--- config.mk ---
export PLATFORM = sky130hd
export DESIGN_NAME = level_meter
export DESIGN_NICKNAME = d
export VERILOG_FILES = /design/src/hw/spectrum_pkg.sv /design/src/hw/level_meter.sv
export SDC_FILE = /design/constraint.sdc
export NUM_CORES = 1
export LEC_CHECK = 0
export ABC_AREA = 1
export BUFFER_PORTS_ARGS = -buffer_cell sky130_fd_sc_hd__buf_2
export CAP_MARGIN = 20
export CORE_UTILIZATION = 50
export DETAILED_ROUTE_END_ITERATION = 10
export GPL_ROUTABILITY_DRIVEN = 0
export MAX_ROUTING_LAYER = met4
export PLACE_DENSITY_LB_ADDON = 0.2
export REMOVE_ABC_BUFFERS = 1
export SYNTH_ARGS = -nofsm -noshare
export SYNTH_HDL_FRONTEND = slang
export SYNTH_SLANG_ARGS = --single-unit
--- constraint.sdc ---
create_clock -name clk -period 1.6 [get_ports clk]
set_input_delay 0.08 -clock clk [delete_from_list [all_inputs] [get_ports clk]]
set_output_delay 0.08 -clock clk [all_outputs]
set_load 0.03 [all_outputs]
--- src/hw/spectrum_pkg.sv ---
`default_nettype none

package spectrum_pkg;

  localparam int AUDIO_W   = 16;
  localparam int SAMPLE_W  = 27;
  localparam int FRAC_W    = 23;
  localparam int LEVEL_W   = 11;
  localparam int NUM_BANDS = 6;

  // Signed 4.23 fixed point
  typedef logic signed [SAMPLE_W-1:0] sample_t;

  typedef logic [LEVEL_W-1:0] level_t;

  // Denominator a1 is unity, so it is not stored
  typedef struct packed {
    sample_t b1;
    sample_t b2;
    sample_t b3;
    sample_t b4;
    sample_t b5;
    sample_t a2;
    sample_t a3;
    sample_t a4;
    sample_t a5;
  } band_coeff_t;

  // Index 0 is the lowest band
  localparam band_coeff_t BAND_COEFFS [NUM_BANDS] = '{
    // 10 Hz to 100 Hz
    '{b1: 27'h0000048, b2: 27'h0000000, b3: 27'h7FFFF70, b4: 27'h0000000,
      b5: 27'h0000048, a2: 27'h6011140, a3: 27'h3FCCDAA, a4: 27'h60330ED,
      a5: 27'h07EF029},
    // 100 Hz to 500 Hz
    '{b1: 27'h0000583, b2: 27'h0000000, b3: 27'h7FFF4FA, b4: 27'h0000000,
      b5: 27'h0000583, a2: 27'h604CAFA, a3: 27'h3F1C349, a4: 27'h60E18C3,
      a5: 27'h07B58FB},
    // 500 Hz to 1 kHz
    '{b1: 27'h0000892, b2: 27'h0000000, b3: 27'h7FFEEDB, b4: 27'h0000000,
      b5: 27'h0000892, a2: 27'h60676FA, a3: 27'h3ED4B6C, a4: 27'h61207B2,
      a5: 27'h07A360D},
    // 1 kHz to 5 kHz
    '{b1: 27'h001D7E8, b2: 27'h0000000, b3: 27'h7FC5030, b4: 27'h0000000,
      b5: 27'h001D7E8, a2: 27'h633FA03, a3: 27'h271581F, a4: 27'h68254EA,
      a5: 27'h058658B},
    // 5 kHz to 10 kHz
    '{b1: 27'h002C477, b2: 27'h0000000, b3: 27'h7FA7711, b4: 27'h0000000,
      b5: 27'h002C477, a2: 27'h66A9DF0, a3: 27'h209FEAD, a4: 27'h6BF5FBF,
      a5: 27'h05096DD},
    // 10 kHz to 20 kHz
    '{b1: 27'h0093EDC, b2: 27'h0000000, b3: 27'h7ED8248, b4: 27'h0000000,
      b5: 27'h0093EDC, a2: 27'h7168071, a3: 27'h0FC755A, a4: 27'h770E5BC,
      a5: 27'h032F6A7}
  };

  // Full product, rescaled to 4.23 and truncated
  function automatic sample_t fx_mul(input sample_t a, input sample_t b);
    logic signed [2*SAMPLE_W-1:0] prod;
    logic signed [2*SAMPLE_W-1:0] scaled;
    prod   = a * b;
    scaled = prod >>> FRAC_W;
    return scaled[SAMPLE_W-1:0];
  endfunction

endpackage

`default_nettype wire

--- src/hw/level_meter.sv ---
`timescale 1ns/1ns
`default_nettype none

module level_meter #(
  parameter int DECAY_SAMPLES = 64
) (
  input  logic                 clk,
  input  logic                 reset,
  input  spectrum_pkg::level_t band_mag,
  input  logic                 mag_valid,
  output spectrum_pkg::level_t level
);

  localparam int CNT_W = $clog2(DECAY_SAMPLES + 1);

  logic [CNT_W-1:0] decay_cnt;
  logic             decay_due;
  logic             new_peak;

  assign new_peak  = (band_mag >= level);
  assign decay_due = (decay_cnt == CNT_W'(DECAY_SAMPLES - 1));

  always_ff @(posedge clk) begin
    if (reset) begin
      level     <= '0;
      decay_cnt <= '0;
    end else if (mag_valid) begin
      if (new_peak) begin
        // Peak captured at once, hold time restarts
        level     <= band_mag;
        decay_cnt <= '0;
      end else if (decay_due) begin
        // band_mag is below level here, so one step down cannot pass it
        level     <= level - 1'b1;
        decay_cnt <= '0;
      end else begin
        decay_cnt <= decay_cnt + 1'b1;
      end
    end
  end

endmodule

`default_nettype wire

# After elaboration in Yosys (flattened, before gate mapping)
# Cells that the tools add are included.
[op_classes] add_sub_neg=2 n_eq_ne=1 order_cmp=1 n_mux=4 n_reduce_logical=2
[ops] op="$mux W11" n=2
[ops] op="$mux W7" n=2
[ops] op="$ge A11 B11 Y1" n=1
[ops] op="$sub A11 B1 Y11 const B" n=1
[ops] op="$add A7 B1 Y7 const B" n=1
[ops] op="$eq A7 B6 Y1 const B" n=1
[ops] op="$reduce_and A2 Y1" n=1
[ops] op="$reduce_bool A2 Y1" n=1
[totals] output_inout_bits=11 register_bits=18 input_bits=14 word_cells=12

# Longest topological paths before layout
[logic_depth] depth_word=3 ltp_mapped=14 mapped_depth_nobuf=13

# Least setup slack after synthesis
# Ideal clock, no wire load.
[synth_path] path_kind="register to register" start="reg level[6]" end="reg level[0]" t_arrival_ns=1.781 t_required_ns=1.487 synth_period_minus_slack_ns=1.894 path_slack_ns=-0.294 path_stages_with_launch=13 path_buffers=1 setup_time_ns=0.113 path_cell_list="dfxtp_1 inv_1 ha_1 nand2_1 nor2_1 nand3_1 nand2_1 inv_2 nand3_2 nand2_4 buf_4 nor2_1 nor2_1"
[synth_via] elab_chain_cells=3 elab_cells_between_ends=4 classes_between="order compare (1); mux (1); reduce/logical (2)"
[synth_rtl] element="start: declaration" line="level_meter.sv:11" text="output spectrum_pkg::level_t level"
[synth_rtl] element="start signal: assignment" line="level_meter.sv:30" text="level <= band_mag;"
[synth_rtl] element="start signal: assignment" line="level_meter.sv:34" text="level <= level - 1'b1;"
[synth_rtl] element="$ge A11 B11 Y1 *" line="level_meter.sv:20" text="assign new_peak = (band_mag >= level);"
[synth_rtl] element="$reduce_bool A2 Y1 (no line)"
[synth_rtl] element="$reduce_and A2 Y1 (no line)"
# Every way passes the cells marked *; elsewhere a longest branch is shown, timed or not.
# A chain may end at the register's enable or synchronous reset.

# Worst setup path after layout
[layout_path] start="reg level[2]" end="reg level[7]"
[layout_via] elab_chain_cells=3 elab_cells_between_ends=6 classes_between="add/sub (1); order compare (1); mux (2); reduce/logical (2)"
[layout_rtl] element="$sub A11 B1 Y11 / $ge A11 B11 Y1 (equally long branches)" line="level_meter.sv:34, level_meter.sv:20"
[layout_rtl] element="$mux W11 / $reduce_bool A2 Y1 (equally long branches)"
[layout_rtl] element="$mux W11 / $reduce_and A2 Y1 (equally long branches)"
# Several ways; a longest one is shown, not always the timed one. The select of a mux whose other input is x is not followed.

==> results.md <==
- Yosys reg bits: 18
- Synth area leader: dfxtp_1
- CP Max Fanout: 8
- Status: finished with violations
- Fillcell total: 180
- Hold EP: decay_cnt[1]
- Normalized max-slew margin: 0.7979
- DP Worst Slack: -0.1678 ns
- Remaining antenna violation count after routing: 0
- FMAX: 563.3 MHz
- IO Count: 25
- Post-synth EDFFs: 0
- Drc violations: 0
- R2r setup slk: -0.18 ns
- Detailed Route WL: 4149 microns
- Endpoint class of the critical path: register
- Area grow syn2layout: 49.87%
- Vias per inst: approximately 5.0
- R2R Path End: level[7]
- Pleak: 1.092 nW
- Final Cycle Share: 1.110
- Syn Inst Count: 233
- Placed cell count: 310
- Critical Path Start Type: register
- Setup_tns: -2.156 ns
- Top post-synthesis cells by area: dfxtp_1, nand2_1, nor2_1
- Hold_ws: 0.09968 ns
- RSZ-0062 raised after global routing: yes
- Synth top cells by count: nand2_1, nor2_1, inv_1, dfxtp_1, ha_1
- Yosys Warn Count: 0
- Worst-path clk slew: 0.12 ns
- Initial core utilization: 0.5240
- Post-DR wirelength/cell: 12.97 microns
- Hold path depth: 3
- Distinct cell type count after synthesis: 21
- Antenna cell count: 0
- Initial DRC count: 38
- Share of the synthesized area in the top cell type: 0.2515
- CTS Buf Count: 3
- Skew-Pair Late Insertion Delay: 0.31 ns
- Vias in the first global route: ~1400
- Post-Route Utilization: 0.7854
- Die width: about 56 microns
- CP arrival: approximately 2.0 ns
- Die area: 3084 sq um
- Sequential share of the synthesized area: 0.2515
- Final period demand of the worst path: around 1.8 ns
- Setup Viol. Count Final: 18
- Critical Path RT: 1.80 ns
- CTS sink cnt: 18
- Reg2reg path depth: 13
- Worst min-delay path startpoint: mag_valid
- First-pass GRT wire length: between 6000 and 7000 microns
- Core area: around 2700 sq um
- PortBufs: 24
- Ratio of cells with drive above 1 in the final layout: 0.4810
- Asr flop ratio synth: 0
- PnR worst setup slack: -0.1752 ns
- Worst-Margin Slew: ~0.30 ns
- Final instance area: 2147 sq um
- CTS root buffer: clkbuf_4
- R2r startpoint: level[2]
- Min-Delay Path Class: in -> reg
- 1st-pass router iterations: 4
- Worst Skew: around 0.0094 ns
- Avg Inst Size Synth: between 6 and 7 sq um
- Pwr Total: 2.200 mW
- Pwr/cell area: between 1000 and 1500 nW/um^2
- Most used DFF post-synth: dfxtp_1
- Total gr overflow: 0
- Nets: 317
- DR vias: between 1500 and 2000
- Synthesized area: 1433 sq um
- Cell Count, Final, Fillers Out: 320
- Final slew viol count: 0
- CTS tree: yes
- Max-cap violations: 0
- Core Rows: 19
- Violated checks: negative setup slack
- Top-count cell post-synth: nand2_1
- Placement Cell Area: roughly 1800 sq um
- Max clock buf depth: 2
- Die height: ~56 microns
- Largest net degree at the start of global routing: 17
- GR Util All Layers: 0.2561
- Worst VDD drop: 0.0007553 V
- Antenna violations before repair: 0
- Final hold viol count: 0
- Type of the worst setup path: reg -> reg
- Htree depth: 1
- Detailed placement HPWL: around 2600 microns
placed cells by master (no fill, tap or decap), types with 7 or more instances in the layout:
cell type / synthesis / final
xor2_1: 10 / 10
dfxtp_1: 18 / 8
nand2_1: 87 / 67
nor2_2: 2 / 12
ha_4: 0 / 9
inv_2: 1 / 11
dfxtp_2: 0 / 10
buf_4: 2 / 27
nand3_1: 8 / 7
nand2_2: 1 / 18
inv_1: 27 / 17
nor2_1: 45 / 30
buf_2: 0 / 24
critical path, cell delays in order, from the launching register on:
cell and delay (ns):
dfxtp_2 0.36, inv_2 0.05, ha_4 0.22, nand2_2 0.07, nand2_2 0.07, nor2_4 0.14
nor2_2 0.06, nor2_2 0.15, nand3_2 0.10, nand2_4 0.12, buf_12 0.13, nand2_1 0.06
nand2_1 0.08, nor2_1 0.05
state kept, by name, indices dropped and copies added, names as in the netlist:
| signal | cells |
|---|---|
| level | 11 |
| decay_cnt | 7 |
repair_timing:
action                                  CTS  global route
endpoints found under the hold margin     2             0
setup buffers                             1             3
endpoints found under the setup margin   18            18
cloned                                    0             1
hold buffers                              1             0
pin swaps                                19            20
resized for setup                        39            42
final cells by class:
cell class	instances	area (sq um)	share of cell area
multi-input cells	182	1182	0.5507
repair buffers	57	411.6	0.1917
flip-flops and latches	18	372.9	0.1737
inverters	28	105.1	0.04895
well taps	31	38.79	0.01807
clock buffers	4	36.28	0.01690
logic make-up after synthesis:
family                     share of synthesized area
AOI/OAI and AO/OA                            0.02620
xor gates and xnor gates                     0.06725
and+or+nand+nor                               0.4341
buffers and inverters                         0.1074
adders and majority gates                     0.1135
DFF                                           0.2515
layer usage:
metal / vias up / routed length [microns] / global-route usage
li1: 822 / - / -
met1: 715 / 1800 / 0.3114
met2: 55 / 2064 / 0.4337
met3: 16 / 178 / 0.03513
met4: 0 / 105 / 0.08929
met5: - / 0 / -
power by group:
part	leakage, nW	internal [mW]	switching (mW)
logic	0.920	0.584	0.773
registers	0.151	0.505	0.0348
clock network	0.0210	0.139	0.165
total	1.09	1.23	0.973
worst max-delay path by stage:
| stage | slack [ns] | depth (start not counted) | endpoint | start |
|---|---|---|---|---|
| floorplan | -0.32 | 11 | decay_cnt[0] | level[2] |
| global placement | -0.13 | 13 | level[8] | level[2] |
| detailed placement | -0.17 | 13 | level[9] | level[2] |
| CTS | -0.1 | 13 | level[6] | level[2] |
| global route | -0.23 | 13 | level[7] | level[2] |
| finish | -0.18 | 13 | level[7] | level[2] |
Power figures use the tool's default switching activity.
