===== src/hw/spectrum_pkg.sv =====
`default_nettype none

package spectrum_pkg;

  localparam int AUDIO_W   = 16;
  localparam int SAMPLE_W  = 27;
  localparam int FRAC_W    = 23;
  localparam int LEVEL_W   = 11;
  localparam int NUM_BANDS = 6;

  // Signed 4.23 fixed point
  typedef logic signed [SAMPLE_W-1:0] sample_t;

  typedef logic [LEVEL_W-1:0] level_t;

  // Denominator a1 is unity, so it is not stored
  typedef struct packed {
    sample_t b1;
    sample_t b2;
    sample_t b3;
    sample_t b4;
    sample_t b5;
    sample_t a2;
    sample_t a3;
    sample_t a4;
    sample_t a5;
  } band_coeff_t;

  // Index 0 is the lowest band
  localparam band_coeff_t BAND_COEFFS [NUM_BANDS] = '{
    // 10 Hz to 100 Hz
    '{b1: 27'h0000048, b2: 27'h0000000, b3: 27'h7FFFF70, b4: 27'h0000000,
      b5: 27'h0000048, a2: 27'h6011140, a3: 27'h3FCCDAA, a4: 27'h60330ED,
      a5: 27'h07EF029},
    // 100 Hz to 500 Hz
    '{b1: 27'h0000583, b2: 27'h0000000, b3: 27'h7FFF4FA, b4: 27'h0000000,
      b5: 27'h0000583, a2: 27'h604CAFA, a3: 27'h3F1C349, a4: 27'h60E18C3,
      a5: 27'h07B58FB},
    // 500 Hz to 1 kHz
    '{b1: 27'h0000892, b2: 27'h0000000, b3: 27'h7FFEEDB, b4: 27'h0000000,
      b5: 27'h0000892, a2: 27'h60676FA, a3: 27'h3ED4B6C, a4: 27'h61207B2,
      a5: 27'h07A360D},
    // 1 kHz to 5 kHz
    '{b1: 27'h001D7E8, b2: 27'h0000000, b3: 27'h7FC5030, b4: 27'h0000000,
      b5: 27'h001D7E8, a2: 27'h633FA03, a3: 27'h271581F, a4: 27'h68254EA,
      a5: 27'h058658B},
    // 5 kHz to 10 kHz
    '{b1: 27'h002C477, b2: 27'h0000000, b3: 27'h7FA7711, b4: 27'h0000000,
      b5: 27'h002C477, a2: 27'h66A9DF0, a3: 27'h209FEAD, a4: 27'h6BF5FBF,
      a5: 27'h05096DD},
    // 10 kHz to 20 kHz
    '{b1: 27'h0093EDC, b2: 27'h0000000, b3: 27'h7ED8248, b4: 27'h0000000,
      b5: 27'h0093EDC, a2: 27'h7168071, a3: 27'h0FC755A, a4: 27'h770E5BC,
      a5: 27'h032F6A7}
  };

  // Full product, rescaled to 4.23 and truncated
  function automatic sample_t fx_mul(input sample_t a, input sample_t b);
    logic signed [2*SAMPLE_W-1:0] prod;
    logic signed [2*SAMPLE_W-1:0] scaled;
    prod   = a * b;
    scaled = prod >>> FRAC_W;
    return scaled[SAMPLE_W-1:0];
  endfunction

endpackage

`default_nettype wire


===== src/hw/sample_input_stage.sv =====
`timescale 1ns/1ns
`default_nettype none

module sample_input_stage (
  input  logic                                   clk,
  input  logic                                   reset,
  input  logic signed [spectrum_pkg::AUDIO_W-1:0] audio_in_l,
  input  logic signed [spectrum_pkg::AUDIO_W-1:0] audio_in_r,
  input  logic                                   sample_valid,
  output logic signed [spectrum_pkg::AUDIO_W-1:0] audio_out_l,
  output logic signed [spectrum_pkg::AUDIO_W-1:0] audio_out_r,
  output spectrum_pkg::sample_t                  mono_sample,
  output logic                                   mono_valid
);

  import spectrum_pkg::*;

  // One bit of growth so the sum cannot overflow
  logic signed [AUDIO_W:0] stereo_sum;

  assign stereo_sum = {audio_in_l[AUDIO_W-1], audio_in_l}
                    + {audio_in_r[AUDIO_W-1], audio_in_r};

  always_ff @(posedge clk) begin
    if (reset) begin
      audio_out_l <= '0;
      audio_out_r <= '0;
      mono_valid  <= 1'b0;
    end else begin
      mono_valid <= sample_valid;
      if (sample_valid) begin
        audio_out_l <= audio_in_l;
        audio_out_r <= audio_in_r;
      end
    end
  end

  // Halving the sum puts input bit 15 on sample bit 23, so the sum's
  // LSB lands one place lower and no precision is lost
  always_ff @(posedge clk) begin
    if (sample_valid) begin
      mono_sample <= sample_t'(stereo_sum) <<< (FRAC_W - AUDIO_W);
    end
  end

endmodule

`default_nettype wire


===== config.mk =====
export PLATFORM = sky130hd
export DESIGN_NAME = sample_input_stage
export DESIGN_NICKNAME = d
export VERILOG_FILES = /design/src/hw/spectrum_pkg.sv /design/src/hw/sample_input_stage.sv
export SDC_FILE = /design/constraint.sdc
export NUM_CORES = 1
export LEC_CHECK = 0
export BUFFER_PORTS_ARGS = -buffer_cell sky130_fd_sc_hd__buf_2
export CORE_MARGIN = 2
export CORE_UTILIZATION = 30
export CTS_BUF_LIST = sky130_fd_sc_hd__clkbuf_8
export CTS_CLUSTER_DIAMETER = 150
export CTS_CLUSTER_SIZE = 10
export DETAILED_ROUTE_END_ITERATION = 12
export PLACE_DENSITY_LB_ADDON = 0.15
export RECOVER_POWER = 25
export SLEW_MARGIN = 30
export SYNTH_ARGS = -nofsm -noshare
export SYNTH_HDL_FRONTEND = slang
export SYNTH_SLANG_ARGS = --single-unit
export TNS_END_PERCENT = 30

===== constraint.sdc =====
create_clock -name clk -period 1.7 [get_ports clk]
set_input_delay 0.085 -clock clk [delete_from_list [all_inputs] [get_ports clk]]
set_output_delay 0.085 -clock clk [all_outputs]
set_load 0.01 [all_outputs]

======== Word level (Yosys, flattened, before mapping) ========
Index checks and enable logic that the tools add are counted.
storage, ports and cells
  bits in registers ....................... 50
  bits in latches ......................... 0
  bits in writable memories ............... 0
  memory bits (read-only) ................. 0
  bits of input ports ..................... 35
  output and inout bits ................... 60
  logic and storage cells ................. 5
  memories ................................ 0
cells by class
  add/subtract/negate cells ............... 1
  $mul .................................... 0
  div/mod/pow operators ................... 0
  magnitude comparators ................... 0
  equality and inequality tests ........... 0
  shifts and indexed selects .............. 0
  muxes and demuxes ....................... 0
  bitwise gates (word level) .............. 0
  reductions and logical operators ........ 0
operators with widths
  operator        number
  $add 16x16->17  1

======== Longest topological paths before layout ========
  word-level depth ........................ 1
  mapped depth ............................ 7
  gate-level depth less buffers ........... 7

======== Worst setup path before layout ========
No wires, ideal clock.
  path type ............................... input-to-reg
  from .................................... in audio_in_l[0] (netlist bit)
  to ...................................... reg mono_sample[21], data pin
  library setup time ...................... 0.256 ns
  arrival ................................. 1.602 ns
  required time ........................... 1.444 ns
  setup slack ............................. -0.158 ns
  stages .................................. 7
  buffers on the path ..................... 0
  cell sequence ........................... ha_1 > fa_1 > a21o_1 > a221oi_2 > nand4b_2 > and3_1 > nor3_2
between the ends
  word-level cells in the longest chain between the ends .. 1
RTL lines
  what                  RTL line                  source
  from (decl)           sample_input_stage.sv:7   input logic signed [spectrum_pkg::AUDIO_W-1:0] audio_in_l,
  $add 16x16->17        sample_input_stage.sv:22  + {audio_in_r[AUDIO_W-1], audio_in_r};
  via stereo_sum[14]    sample_input_stage.sv:19  logic signed [AUDIO_W:0] stereo_sum;
  to (signal assigned)  sample_input_stage.sv:42  mono_sample <= sample_t'(stereo_sum) <<< (FRAC_W - AUDIO_W);
  to (decl)             sample_input_stage.sv:12  output spectrum_pkg::sample_t mono_sample,
The timed path passes the listed nets, and every way through them passes these cells.
A chain may end at the register's enable or synchronous reset.

======== Final worst setup path ========
Ends and elaborated chain as after synthesis.

==> flow_metrics.tcl <==
set metrics [dict create \
    grt_max_degree 34 \
    io_pins 95 \
    post-cts-setup-buffer-count 0 \
    path_class "primary input to register" \
    min_to "audio_out_r[9]$_SDFFE_PP0P_" \
    skew_ns 0 \
    grt_overflow 0 \
    worst_r2r_path_depth 2 \
    maxSlewHeadroom_pct 49.7 \
    ant_nets 0 \
    clk_latency_ns 0.30 \
    clockRootBuffer "clkbuf_8" \
    synth_top_area_share_pct 26.3 \
    cap_violations 0 \
    syn2layout_area_growth_pct 30.4 \
    fillers 831 \
    ys_types 40 \
    fin_cells 436 \
    drive_gt1_share_pct 37.5 \
    port_buffers 87 \
    cp.arrival_ns 1.78 \
    synth.most_common_cell "nor2_1" \
    tns_ns 0 \
    detailedPlacementHpwl_mm 4.17 \
    drc 0 \
    cts_resized 0 \
    antenna_cells 0 \
    grt_pass1_wl_mm 8.63 \
    cts_made_buffers 5 \
    ys_warn_count 0 \
    synth-seq-cells 50 \
    fin_util_pct 40.0 \
    syn_area_per_cell_um2 11.0 \
    design.core.area_um2 8180 \
    synth-edff-count 17 \
    drtPass1Iterations 4 \
    synth.area.top_cells "dfxtp_1, edfxtp_1, mux2i_1" \
    wire_per_inst_um 12.5 \
    cts_tree "yes" \
    cts.clk_slew.worst_paths_ns 0.09 \
    timing.rr.start "audio_out_r[5]$_SDFFE_PP0P_" \
    rows 33 \
    status "complete, no violations" \
    htree_levels 2 \
    finalCritPeriodShare_pct 95.7 \
    die_h_um 95.4 \
    max_slew.worst_pin.slew_ns 0.754 \
    drv_slew 0 \
    synth_seq_area_share_pct 46.7 \
    hold_depth 3 \
    hold_viol 0 \
    wirelength_mm 5.47 \
    finalPower_uw 2960 \
    start_kind "primary input" \
    synthTopCellsByCount "nor2_1, dfxtp_1, mux2i_1" \
    rsz0062_at_grt "no" \
    gp_congestion 0.679 \
    setup_violations 0 \
    min_period_ns 1.63 \
    yosysTopAreaCell "dfxtp_1" \
    cp.required_ns 1.85 \
    netlist_area_um2 2510 \
    cp_max_fo 3 \
    ff2ff_setup_slack_ns 1.07 \
    cts.sinks 50 \
    ir_worst_vdd_uv 362 \
    setup.worst_path.end_class "register" \
    dieArea_um2 9110 \
    dp.cells 428 \
    antenna_found_initial 0 \
    grtUsageTotal_pct 12.2 \
    r2r_end "audio_out_r[5]$_SDFFE_PP0P_" \
    die_w_um 95.4 \
    vias 1938 \
    grt_busiest_layer "met2" \
    min_from "audio_in_r[9]" \
    start_util_pct 30.7 \
    nets 382 \
    holdCritPathClass "primary input to register" \
    vias_per_cell 4.44 \
    initialDrtViolationCount 25 \
    synth_cells 229 \
    async_flop_share_pct 0 \
    synth_flop_cell "dfxtp_1" \
    fmax_mhz 615 \
    p_per_area_nw_per_um2 907 \
    grtUsageMet3_pct 2.29 \
    first_global_vias 1823 \
    grt_use_met2_pct 20.3 \
    grt_util_met1_pct 16.0 \
    clockBufferDepth 2 \
    hold_buffers 0 \
    leakagePower_uw 0.00161 \
]
[sequential cells by signal (all words and copies together), names as in the netlist]
name	flops
mono_sample	17
audio_out_l	16
audio_out_r	16
mono_valid	1
[power breakdown]
group	internal (µW)	switching, µW
Sequential	1370	38.6
Clock	434	401
Combinational	337	386
Total	2140	826
[worst max-delay path by stage]
stage,start,endpoint,depth (start not counted)
3_3_place_gp,audio_in_l[0],mono_sample[19]$_DFFE_PP_,8
4_1_cts,audio_in_l[0],mono_sample[21]$_DFFE_PP_,9
3_5_place_dp,audio_in_l[0],mono_sample[21]$_DFFE_PP_,9
5_1_grt,audio_in_l[0],mono_sample[21]$_DFFE_PP_,9
2_1_floorplan,audio_in_l[0],mono_sample[19]$_DFFE_PP_,7
6_report,audio_in_l[0],mono_sample[21]$_DFFE_PP_,9
[layout by cell type, fill, tap and decap left out, types with 3 or more instances in the layout]
cell	netlist	layout
o211ai_2	3	3
nand2_1	8	8
a21o_1	6	6
conb_1	1	7
a21oi_1	12	12
clkbuf_8	0	5
buf_4	10	17
nor2_1	35	35
dfxtp_1	33	33
inv_1	5	6
xnor2_1	7	7
nand4b_1	3	3
xor2_1	5	5
edfxtp_1	17	17
mux2i_1	33	33
ha_1	16	15
buf_2	3	86
o21ai_0	3	3
[cell families (layout without fill, tap and decap cells)]
logic type / after synthesis / after routing / synth area share (%)
AND/OR/NAND/NOR: 55 / 55 / 10.1
flip-flops: 50 / 50 / 46.7
AO/OA/AOI/OAI: 38 / 38 / 11.8
multiplexers: 33 / 33 / 13.2
buffers and inverters: 23 / 119 / 5.09
adder cells (fa/ha/maj): 17 / 17 / 8.78
XOR/XNOR: 12 / 12 / 4.19
other: 1 / 7 / 0.149
[per-stage QoR]
stage                     cell area [µm²]  setup slack (ns)  hold slack (ns)
after floorplan                      2550           -0.0416            0.197
after global placement               3180            -0.273            0.345
after detailed placement             3180            -0.317            0.353
after CTS                            3290           0.00800           0.0263
after global routing                 3270           0.00201           0.0324
final                                3270            0.0730           0.0420
[area by class of cell]
class                      count  area [µm²]  area share [%]
multi-input combinational    162        1270            38.8
clock inverter                 3        41.3            1.26
sequential                    50        1170            35.8
inverter                       5        18.8           0.574
clock buffer                   5        68.8            2.10
tap                          105         131            4.02
timing repair buffer         106         572            17.5
[worst max-delay path, stage by stage]
cell and delay (ns):
buf_2 0.12, ha_4 0.16, fa_2 0.36, a21o_1 0.20
a221oi_4 0.30, nand4b_4 0.20, buf_4 0.12, o211ai_2 0.09
nor3_2 0.12
[routing by layer]
metal	wire length (µm)	share of wire (%)	up-vias
met4	58	1.1	0
met1	2590	47	881
met5	0	0	-
met3	258	4.7	4
met2	2560	47	52
li1	-	-	1001
No activity file was read; power rests on OpenSTA's default activity.
