## config.mk

```make
export PLATFORM = sky130hd
export DESIGN_NAME = band_filter
export DESIGN_NICKNAME = d
export VERILOG_FILES = /design/src/hw/spectrum_pkg.sv /design/src/hw/band_filter.sv
export SDC_FILE = /design/constraint.sdc
export NUM_CORES = 2
export LEC_CHECK = 0
export BUFFER_PORTS_ARGS = -buffer_cell sky130_fd_sc_hd__clkbuf_2
export CORE_MARGIN = 4
export CORE_UTILIZATION = 40
export CTS_CLUSTER_DIAMETER = 120
export DETAILED_ROUTE_END_ITERATION = 10
export HOLD_SLACK_MARGIN = 0.05
export PLACE_DENSITY = 0.55
export SLEW_MARGIN = 40
export SYNTH_ARGS = -nofsm -noshare
export SYNTH_HDL_FRONTEND = slang
export SYNTH_SLANG_ARGS = --single-unit
```

## constraint.sdc

```tcl
create_clock -name clk -period 18.4 [get_ports clk]
set_clock_uncertainty 0.1 [all_clocks]
set_input_delay 0.92 -clock clk [delete_from_list [all_inputs] [get_ports clk]]
set_output_delay 0.92 -clock clk [all_outputs]
set_load 0.1 [all_outputs]
```

## src/hw/spectrum_pkg.sv

```systemverilog
`default_nettype none

package spectrum_pkg;

  localparam int AUDIO_W   = 16;
  localparam int SAMPLE_W  = 27;
  localparam int FRAC_W    = 23;
  localparam int LEVEL_W   = 11;
  localparam int NUM_BANDS = 6;

  // Signed 4.23 fixed point
  typedef logic signed [SAMPLE_W-1:0] sample_t;

  typedef logic [LEVEL_W-1:0] level_t;

  // Denominator a1 is unity, so it is not stored
  typedef struct packed {
    sample_t b1;
    sample_t b2;
    sample_t b3;
    sample_t b4;
    sample_t b5;
    sample_t a2;
    sample_t a3;
    sample_t a4;
    sample_t a5;
  } band_coeff_t;

  // Index 0 is the lowest band
  localparam band_coeff_t BAND_COEFFS [NUM_BANDS] = '{
    // 10 Hz to 100 Hz
    '{b1: 27'h0000048, b2: 27'h0000000, b3: 27'h7FFFF70, b4: 27'h0000000,
      b5: 27'h0000048, a2: 27'h6011140, a3: 27'h3FCCDAA, a4: 27'h60330ED,
      a5: 27'h07EF029},
    // 100 Hz to 500 Hz
    '{b1: 27'h0000583, b2: 27'h0000000, b3: 27'h7FFF4FA, b4: 27'h0000000,
      b5: 27'h0000583, a2: 27'h604CAFA, a3: 27'h3F1C349, a4: 27'h60E18C3,
      a5: 27'h07B58FB},
    // 500 Hz to 1 kHz
    '{b1: 27'h0000892, b2: 27'h0000000, b3: 27'h7FFEEDB, b4: 27'h0000000,
      b5: 27'h0000892, a2: 27'h60676FA, a3: 27'h3ED4B6C, a4: 27'h61207B2,
      a5: 27'h07A360D},
    // 1 kHz to 5 kHz
    '{b1: 27'h001D7E8, b2: 27'h0000000, b3: 27'h7FC5030, b4: 27'h0000000,
      b5: 27'h001D7E8, a2: 27'h633FA03, a3: 27'h271581F, a4: 27'h68254EA,
      a5: 27'h058658B},
    // 5 kHz to 10 kHz
    '{b1: 27'h002C477, b2: 27'h0000000, b3: 27'h7FA7711, b4: 27'h0000000,
      b5: 27'h002C477, a2: 27'h66A9DF0, a3: 27'h209FEAD, a4: 27'h6BF5FBF,
      a5: 27'h05096DD},
    // 10 kHz to 20 kHz
    '{b1: 27'h0093EDC, b2: 27'h0000000, b3: 27'h7ED8248, b4: 27'h0000000,
      b5: 27'h0093EDC, a2: 27'h7168071, a3: 27'h0FC755A, a4: 27'h770E5BC,
      a5: 27'h032F6A7}
  };

  // Full product, rescaled to 4.23 and truncated
  function automatic sample_t fx_mul(input sample_t a, input sample_t b);
    logic signed [2*SAMPLE_W-1:0] prod;
    logic signed [2*SAMPLE_W-1:0] scaled;
    prod   = a * b;
    scaled = prod >>> FRAC_W;
    return scaled[SAMPLE_W-1:0];
  endfunction

endpackage

`default_nettype wire

```

## src/hw/band_filter.sv

```systemverilog
`timescale 1ns/1ns
`default_nettype none

module band_filter #(
  parameter int BAND_INDEX = 0
) (
  input  logic                  clk,
  input  logic                  reset,
  input  spectrum_pkg::sample_t mono_sample,
  input  logic                  mono_valid,
  output spectrum_pkg::level_t  band_mag,
  output logic                  mag_valid
);

  import spectrum_pkg::*;

  localparam band_coeff_t COEFF = BAND_COEFFS[BAND_INDEX];

  // Delay line of the transposed form
  sample_t z1;
  sample_t z2;
  sample_t z3;
  sample_t z4;

  sample_t y_q;
  sample_t y_next;

  // Feedforward products
  sample_t b1_x;
  sample_t b2_x;
  sample_t b3_x;
  sample_t b4_x;
  sample_t b5_x;

  // Feedback products, taken from the new output
  sample_t a2_y;
  sample_t a3_y;
  sample_t a4_y;
  sample_t a5_y;

  assign b1_x = fx_mul(COEFF.b1, mono_sample);
  assign b2_x = fx_mul(COEFF.b2, mono_sample);
  assign b3_x = fx_mul(COEFF.b3, mono_sample);
  assign b4_x = fx_mul(COEFF.b4, mono_sample);
  assign b5_x = fx_mul(COEFF.b5, mono_sample);

  assign y_next = b1_x + z1;

  assign a2_y = fx_mul(COEFF.a2, y_next);
  assign a3_y = fx_mul(COEFF.a3, y_next);
  assign a4_y = fx_mul(COEFF.a4, y_next);
  assign a5_y = fx_mul(COEFF.a5, y_next);

  always_ff @(posedge clk) begin
    if (reset) begin
      z1        <= '0;
      z2        <= '0;
      z3        <= '0;
      z4        <= '0;
      y_q       <= '0;
      mag_valid <= 1'b0;
    end else begin
      mag_valid <= mono_valid;
      if (mono_valid) begin
        y_q <= y_next;
        z1  <= b2_x + z2 - a2_y;
        z2  <= b3_x + z3 - a3_y;
        z3  <= b4_x + z4 - a4_y;
        // Last element has no older state to add
        z4  <= b5_x - a5_y;
      end
    end
  end

  // Ones-complement magnitude of the top bits of y
  assign band_mag = y_q[SAMPLE_W-1] ? ~y_q[SAMPLE_W-1 -: LEVEL_W]
                                    : y_q[SAMPLE_W-1 -: LEVEL_W];

endmodule

`default_nettype wire

```

# After elaboration in Yosys (flattened, before gate mapping)
# Cells that the tools add are included.
# Widths: inputs -> output; s select.
word_totals:
  reg_bits: 136
  input_bits: 30
classes:
  n_mul: 6
  bitwise: 1
  n_mux: 1
  addsub: 6
op_table:
  columns: ["op", "n"]
  rows:
  - ["$sub 27x27->27", 3]
  - ["$mul 5x27->32 const A", 2]
  - ["$mul 24x27->50 const A", 1]
  - ["$mul 26x27->50 const A", 1]
  - ["$mul 26x27->49 const A", 1]
  - ["$mul 20x27->44 const A", 1]
  - ["$add 12x27->27", 1]
  - ["$add 13x27->27", 1]
  - ["$sub 12x27->27", 1]
  - ["$mux 11", 1]
  - ["$not 11->11", 1]

# Logic depth before layout (Yosys ltp)
logic_depth:
  depth_word: 4
  depth_mapped: 63
  mapped_depth_nobuf: 63

# Worst setup path after synthesis
# OpenSTA, ideal clock, no wires.
synth_timing:
  path_type: "input-to-reg"
  from: "in mono_sample[13]"
  to: "reg z2[26]"
  path_slack_ns: 1.606
  setup_time_ns: 0.128
  path_buffers: 2
  arrival_time_ns: 16.566
  path_stages: 53
  cell_sequence: "ha_1 -> ha_1 -> a211oi_1 -> o21ai_1 -> a2111oi_0 -> a221oi_1 -> a21oi_1 -> mux2i_1 -> o211ai_2 -> ha_1 -> or2_1 -> a21o_1 -> a41o_1 -> a41o_1 -> a211o_1 -> a21oi_4 -> xor2_4 -> xor2_4 -> (+17 left out) -> a21o_1 -> a21o_1 -> a2111oi_0 -> a211oi_1 -> o21a_1 -> nor2_1 -> o21bai_1 -> a21oi_1 -> xor2_1 -> fa_1 -> ha_1 -> a21o_1 -> a21oi_1 -> nor2b_1 -> a311oi_1 -> xnor3_1 -> mux2i_1 -> o21ai_1"
synth_via:
  elab_chain_cells: 4
  elab_cells_between_ends: 6
synth_lines:
  columns: ["element", "line_no", "rtl"]
  rows:
  - ["start: declaration", "band_filter.sv:9", "input spectrum_pkg::sample_t mono_sample,"]
  - ["$mul 5x27->32", "spectrum_pkg.sv:61", "prod = a * b;"]
  - ["$add 12x27->27", "band_filter.sv:47", "assign y_next = b1_x + z1;"]
  - ["net y_next[26]", "band_filter.sv:26", "sample_t y_next;"]
  - ["$mul 26x27->49", "spectrum_pkg.sv:61", null]
  - ["$sub 27x27->27", "band_filter.sv:67", "z2 <= b3_x + z3 - a3_y;"]
  - ["end signal: assignment", "band_filter.sv:67", null]
  - ["end: declaration", "band_filter.sv:21", "sample_t z2;"]
# The timed path passes the listed nets, and every way through them passes these cells.
# A chain may end at the register's enable or synchronous reset.

# Final worst setup path
layout_timing:
  from: "in mono_sample[5]"
  to: "reg z3[26]"
layout_via:
  elab_chain_cells: 4
layout_lines:
  columns: ["element", "line_no", "rtl"]
  rows:
  - ["$mul 5x27->32", "spectrum_pkg.sv:61", null]
  - ["$add 12x27->27", "band_filter.sv:47", null]
  - ["net y_next[16]", "band_filter.sv:26", null]
  - ["$mul 26x27->50", "spectrum_pkg.sv:61", null]
  - ["$sub 27x27->27", "band_filter.sv:68", "z3 <= b4_x + z4 - a4_y;"]
  - ["end signal: assignment", "band_filter.sv:68", null]
  - ["end: declaration", "band_filter.sv:22", "sample_t z3;"]
# The timed path passes the listed nets, and every way through them passes these cells.

==> results.json <==
{
  "io_pins": 42,
  "min_period_ns": 16.34,
  "ctsResizeCount": 0,
  "avgSynthCellArea_um2": 9.33,
  "rsz0062_at_grt": "no",
  "cp-start-kind": "primary input",
  "post-dp-hpwl_mm": 137,
  "max_freq_mhz": 61.2,
  "synth_xor_xnor_area_share_pct": 5.12,
  "first_global_vias": 38000,
  "n_antenna_cell": 0,
  "clockBufferDepth": 2,
  "yosys.area_share.simple_pct": 6.82,
  "critPathMaxStageDelay_ns": 0.76,
  "grt.overflow.total": 0,
  "dieWidth_um": 365,
  "synth_cell_types": 79,
  "worst_pin_slew_ns": 0.882,
  "wl_per_cell_um": 21.8,
  "wl_mm": 157,
  "ys_warn_count": 0,
  "vias_per_cell": 5.13,
  "dieArea_um2": 133000,
  "worstSetupPathType": "in2reg",
  "grt_max_degree": 64,
  "final.period_utilization_pct": 88.8,
  "final_layout_size_suffix_gt1_share_pct": 3.56,
  "slowest_stage": "xnor2_1",
  "grt_antenna_before_repair": 1,
  "hold_class": "reg2reg",
  "core-area_um2": 126000,
  "cp.required_ns": 18.64,
  "drv_cap": 0,
  "drv_slew": 0,
  "relSlewSlack_pct": 40.8,
  "ctsHoldBuffers": 0,
  "synth_area_um2": 50900,
  "cts_inserted_buffers": 17,
  "cts_tree": "built",
  "drt_iter0_drc": 2101,
  "synthArstFlopShare_pct": 0,
  "gp_congestion": 0.984,
  "final_nets": 7497,
  "synth.top_cell.area_share_pct": 35.0,
  "ys.flop_type": "dfxtp_1",
  "route.detailed.drc": 0,
  "portBuffers": 40,
  "cts_root_buffer": "clkbuf_16",
  "synth-compound-area-share_pct": 9.07,
  "die_y_um": 365,
  "muxShareOfSynthArea_pct": 1.43,
  "cts.sinks": 120,
  "filler_cell_count": 12500,
  "htree_num_levels": 4,
  "start_util_pct": 40.4,
  "worstPathArrival_ns": 16.59,
  "num_rows": 130,
  "setup_viol": 0,
  "fin_tns_setup_ns": 0,
  "vias": 36900,
  "hold_viol": 0,
  "grt_usage_pct": 24.0,
  "drtAntennaViolNets": 0,
  "worst_setup_path_end_kind": "flip-flop",
  "grt_pass1_wl_mm": 238,
  "cts_setup_buffers": 0,
  "critPathMaxFanout": 9,
  "dr.pass1.iters": 5,
  "synthTopCellsByArea": "fa_1 (35%), ha_1 (26%), inv_1 (11%), dfxtp_1 (4.7%), xnor2_1 (3.0%)",
  "syn_inst": 5457,
  "synth-adder-area-share_pct": 61.0,
  "outcome": "completed",
  "synth-edff-count": 0,
  "synth-seq-cells": 120,
  "insertion_delay_ns": 0.44,
  "yosys.area.top_type": "fa_1",
  "syn_to_final_growth_pct": 6.51,
  "seq_area_frac_synth_pct": 4.72,
  "cts.clk_slew.worst_paths_ns": 0.07,
  "synth_top_family_by_area": "adder cells"
}
[synthesized netlist by cell type, drive strengths merged, types with 5 or more instances]
library cell     n
a21oi          214
nand3b           9
o21a            49
ha            1057
a21boi          20
nor3b           12
or3             21
nor3            65
buf             12
o2111ai          9
fa             890
nand2          128
o311ai           8
a31o             7
nand3           44
mux2i           67
dfxtp          120
a311oi           5
nor2b           45
nand2b          28
a21o           105
and2            17
o21bai          26
o31ai            5
a2111oi          7
or2             21
nand4           18
inv           1558
o21ai          123
nor4             8
clkbuf          37
nor2           248
a211oi          27
xnor2          177
a41oi            5
a31oi           23
xor2           106
a41o             7
a211o           12
and3            23
and4            10
o211ai          17
mux2             5
[cells in the final DEF (no fill, tap or decap), types with 16 or more instances in the layout]
master     count
fa_1         890
a21oi_1      213
nand3_1       44
or3_1         21
a211oi_1      25
xnor2_1      168
o21ai_0      117
nor2_1       248
ha_1        1057
mux2i_1       67
a21boi_0      20
o211ai_1      16
and3_1        23
inv_1       1555
or2_2         20
buf_4         50
dfxtp_1      119
nor3_1        62
xor2_1        94
nand4_1       18
a21o_1       105
nand2b_1      28
o21a_1        49
nor2b_1       45
clkbuf_2      38
a31oi_1       23
nand2_1      128
o21bai_1      26
clkbuf_16     17
and2_1        17
[logic make-up after synthesis]
| family | after synthesis |
|---|---|
| other | 2 |
| and+or+nand+nor | 713 |
| xor gates and xnor gates | 287 |
| buffers and inverters | 1608 |
| AOI/OAI and AO/OA | 708 |
| DFF | 120 |
| adders and majority gates | 1947 |
| muxes | 72 |
[layer usage]
metal	vias to the layer above	global-route usage, %	routed length, um
li1	17400	-	-
met1	18400	32.6	69400
met2	972	40.0	73000
met3	175	3.65	9190
met4	0	6.42	5190
met5	-	0	0
[metrics by stage]
step	util [%]	setup slack [ns]	hold slack (ns)	instances	area, um^2
6_report	43.0	2.06	0.379	7183	54200
5_1_grt	43.0	1.56	0.395	7183	54200
4_1_cts	43.0	2.34	0.378	7183	54200
3_5_place_dp	42.5	1.89	0.370	7151	53600
3_3_place_gp	42.5	1.86	0.367	7150	53600
2_1_floorplan	-	1.61	0.341	5459	50900
[state kept, by name (all words and copies together) (netlist names)]
signal and cells:
y_q 11, z3 27, mag_valid 1, z1 27
z4 27, z2 27
[layout make-up]
| type | instances | area [um^2] | share of cell area [%] |
|---|---|---|---|
| clock inverter | 14 | 140 | 0.258 |
| inverter | 1559 | 5850 | 10.8 |
| tap | 1650 | 2060 | 3.81 |
| clock buffer | 18 | 439 | 0.810 |
| timing repair buffer | 91 | 608 | 1.12 |
| sequential | 120 | 2400 | 4.43 |
| multi-input combinational | 3731 | 42700 | 78.8 |
[worst paths after layout]
check | start | endpoint | slack (ns) | cells after the start
hold / removal | z4[0]$_SDFFE_PP0P_ | z4[0]$_SDFFE_PP0P_ | 0.38 | 2
hold reg to reg | z4[0]$_SDFFE_PP0P_ | z4[0]$_SDFFE_PP0P_ | 0.38 | 2
setup reg to reg | z1[0]$_SDFFE_PP0P_ | z3[26]$_SDFFE_PP0P_ | 4.95 | 50
setup / recovery | mono_sample[5] | z3[26]$_SDFFE_PP0P_ | 2.06 | 61
[worst max-delay path, delay by kind of cell]
kind | cells | cell delay, ns
adder cells (fa/ha/maj) | 13 | 4.81
AO/OA/AOI/OAI | 25 | 6.40
buffers and inverters | 9 | 1.05
XOR/XNOR | 5 | 1.58
AND/OR/NAND/NOR | 9 | 1.78
Power is left out: the tool's default activity adds up to more than one toggle a clock period on the data nets, which glitch-free logic cannot reach.
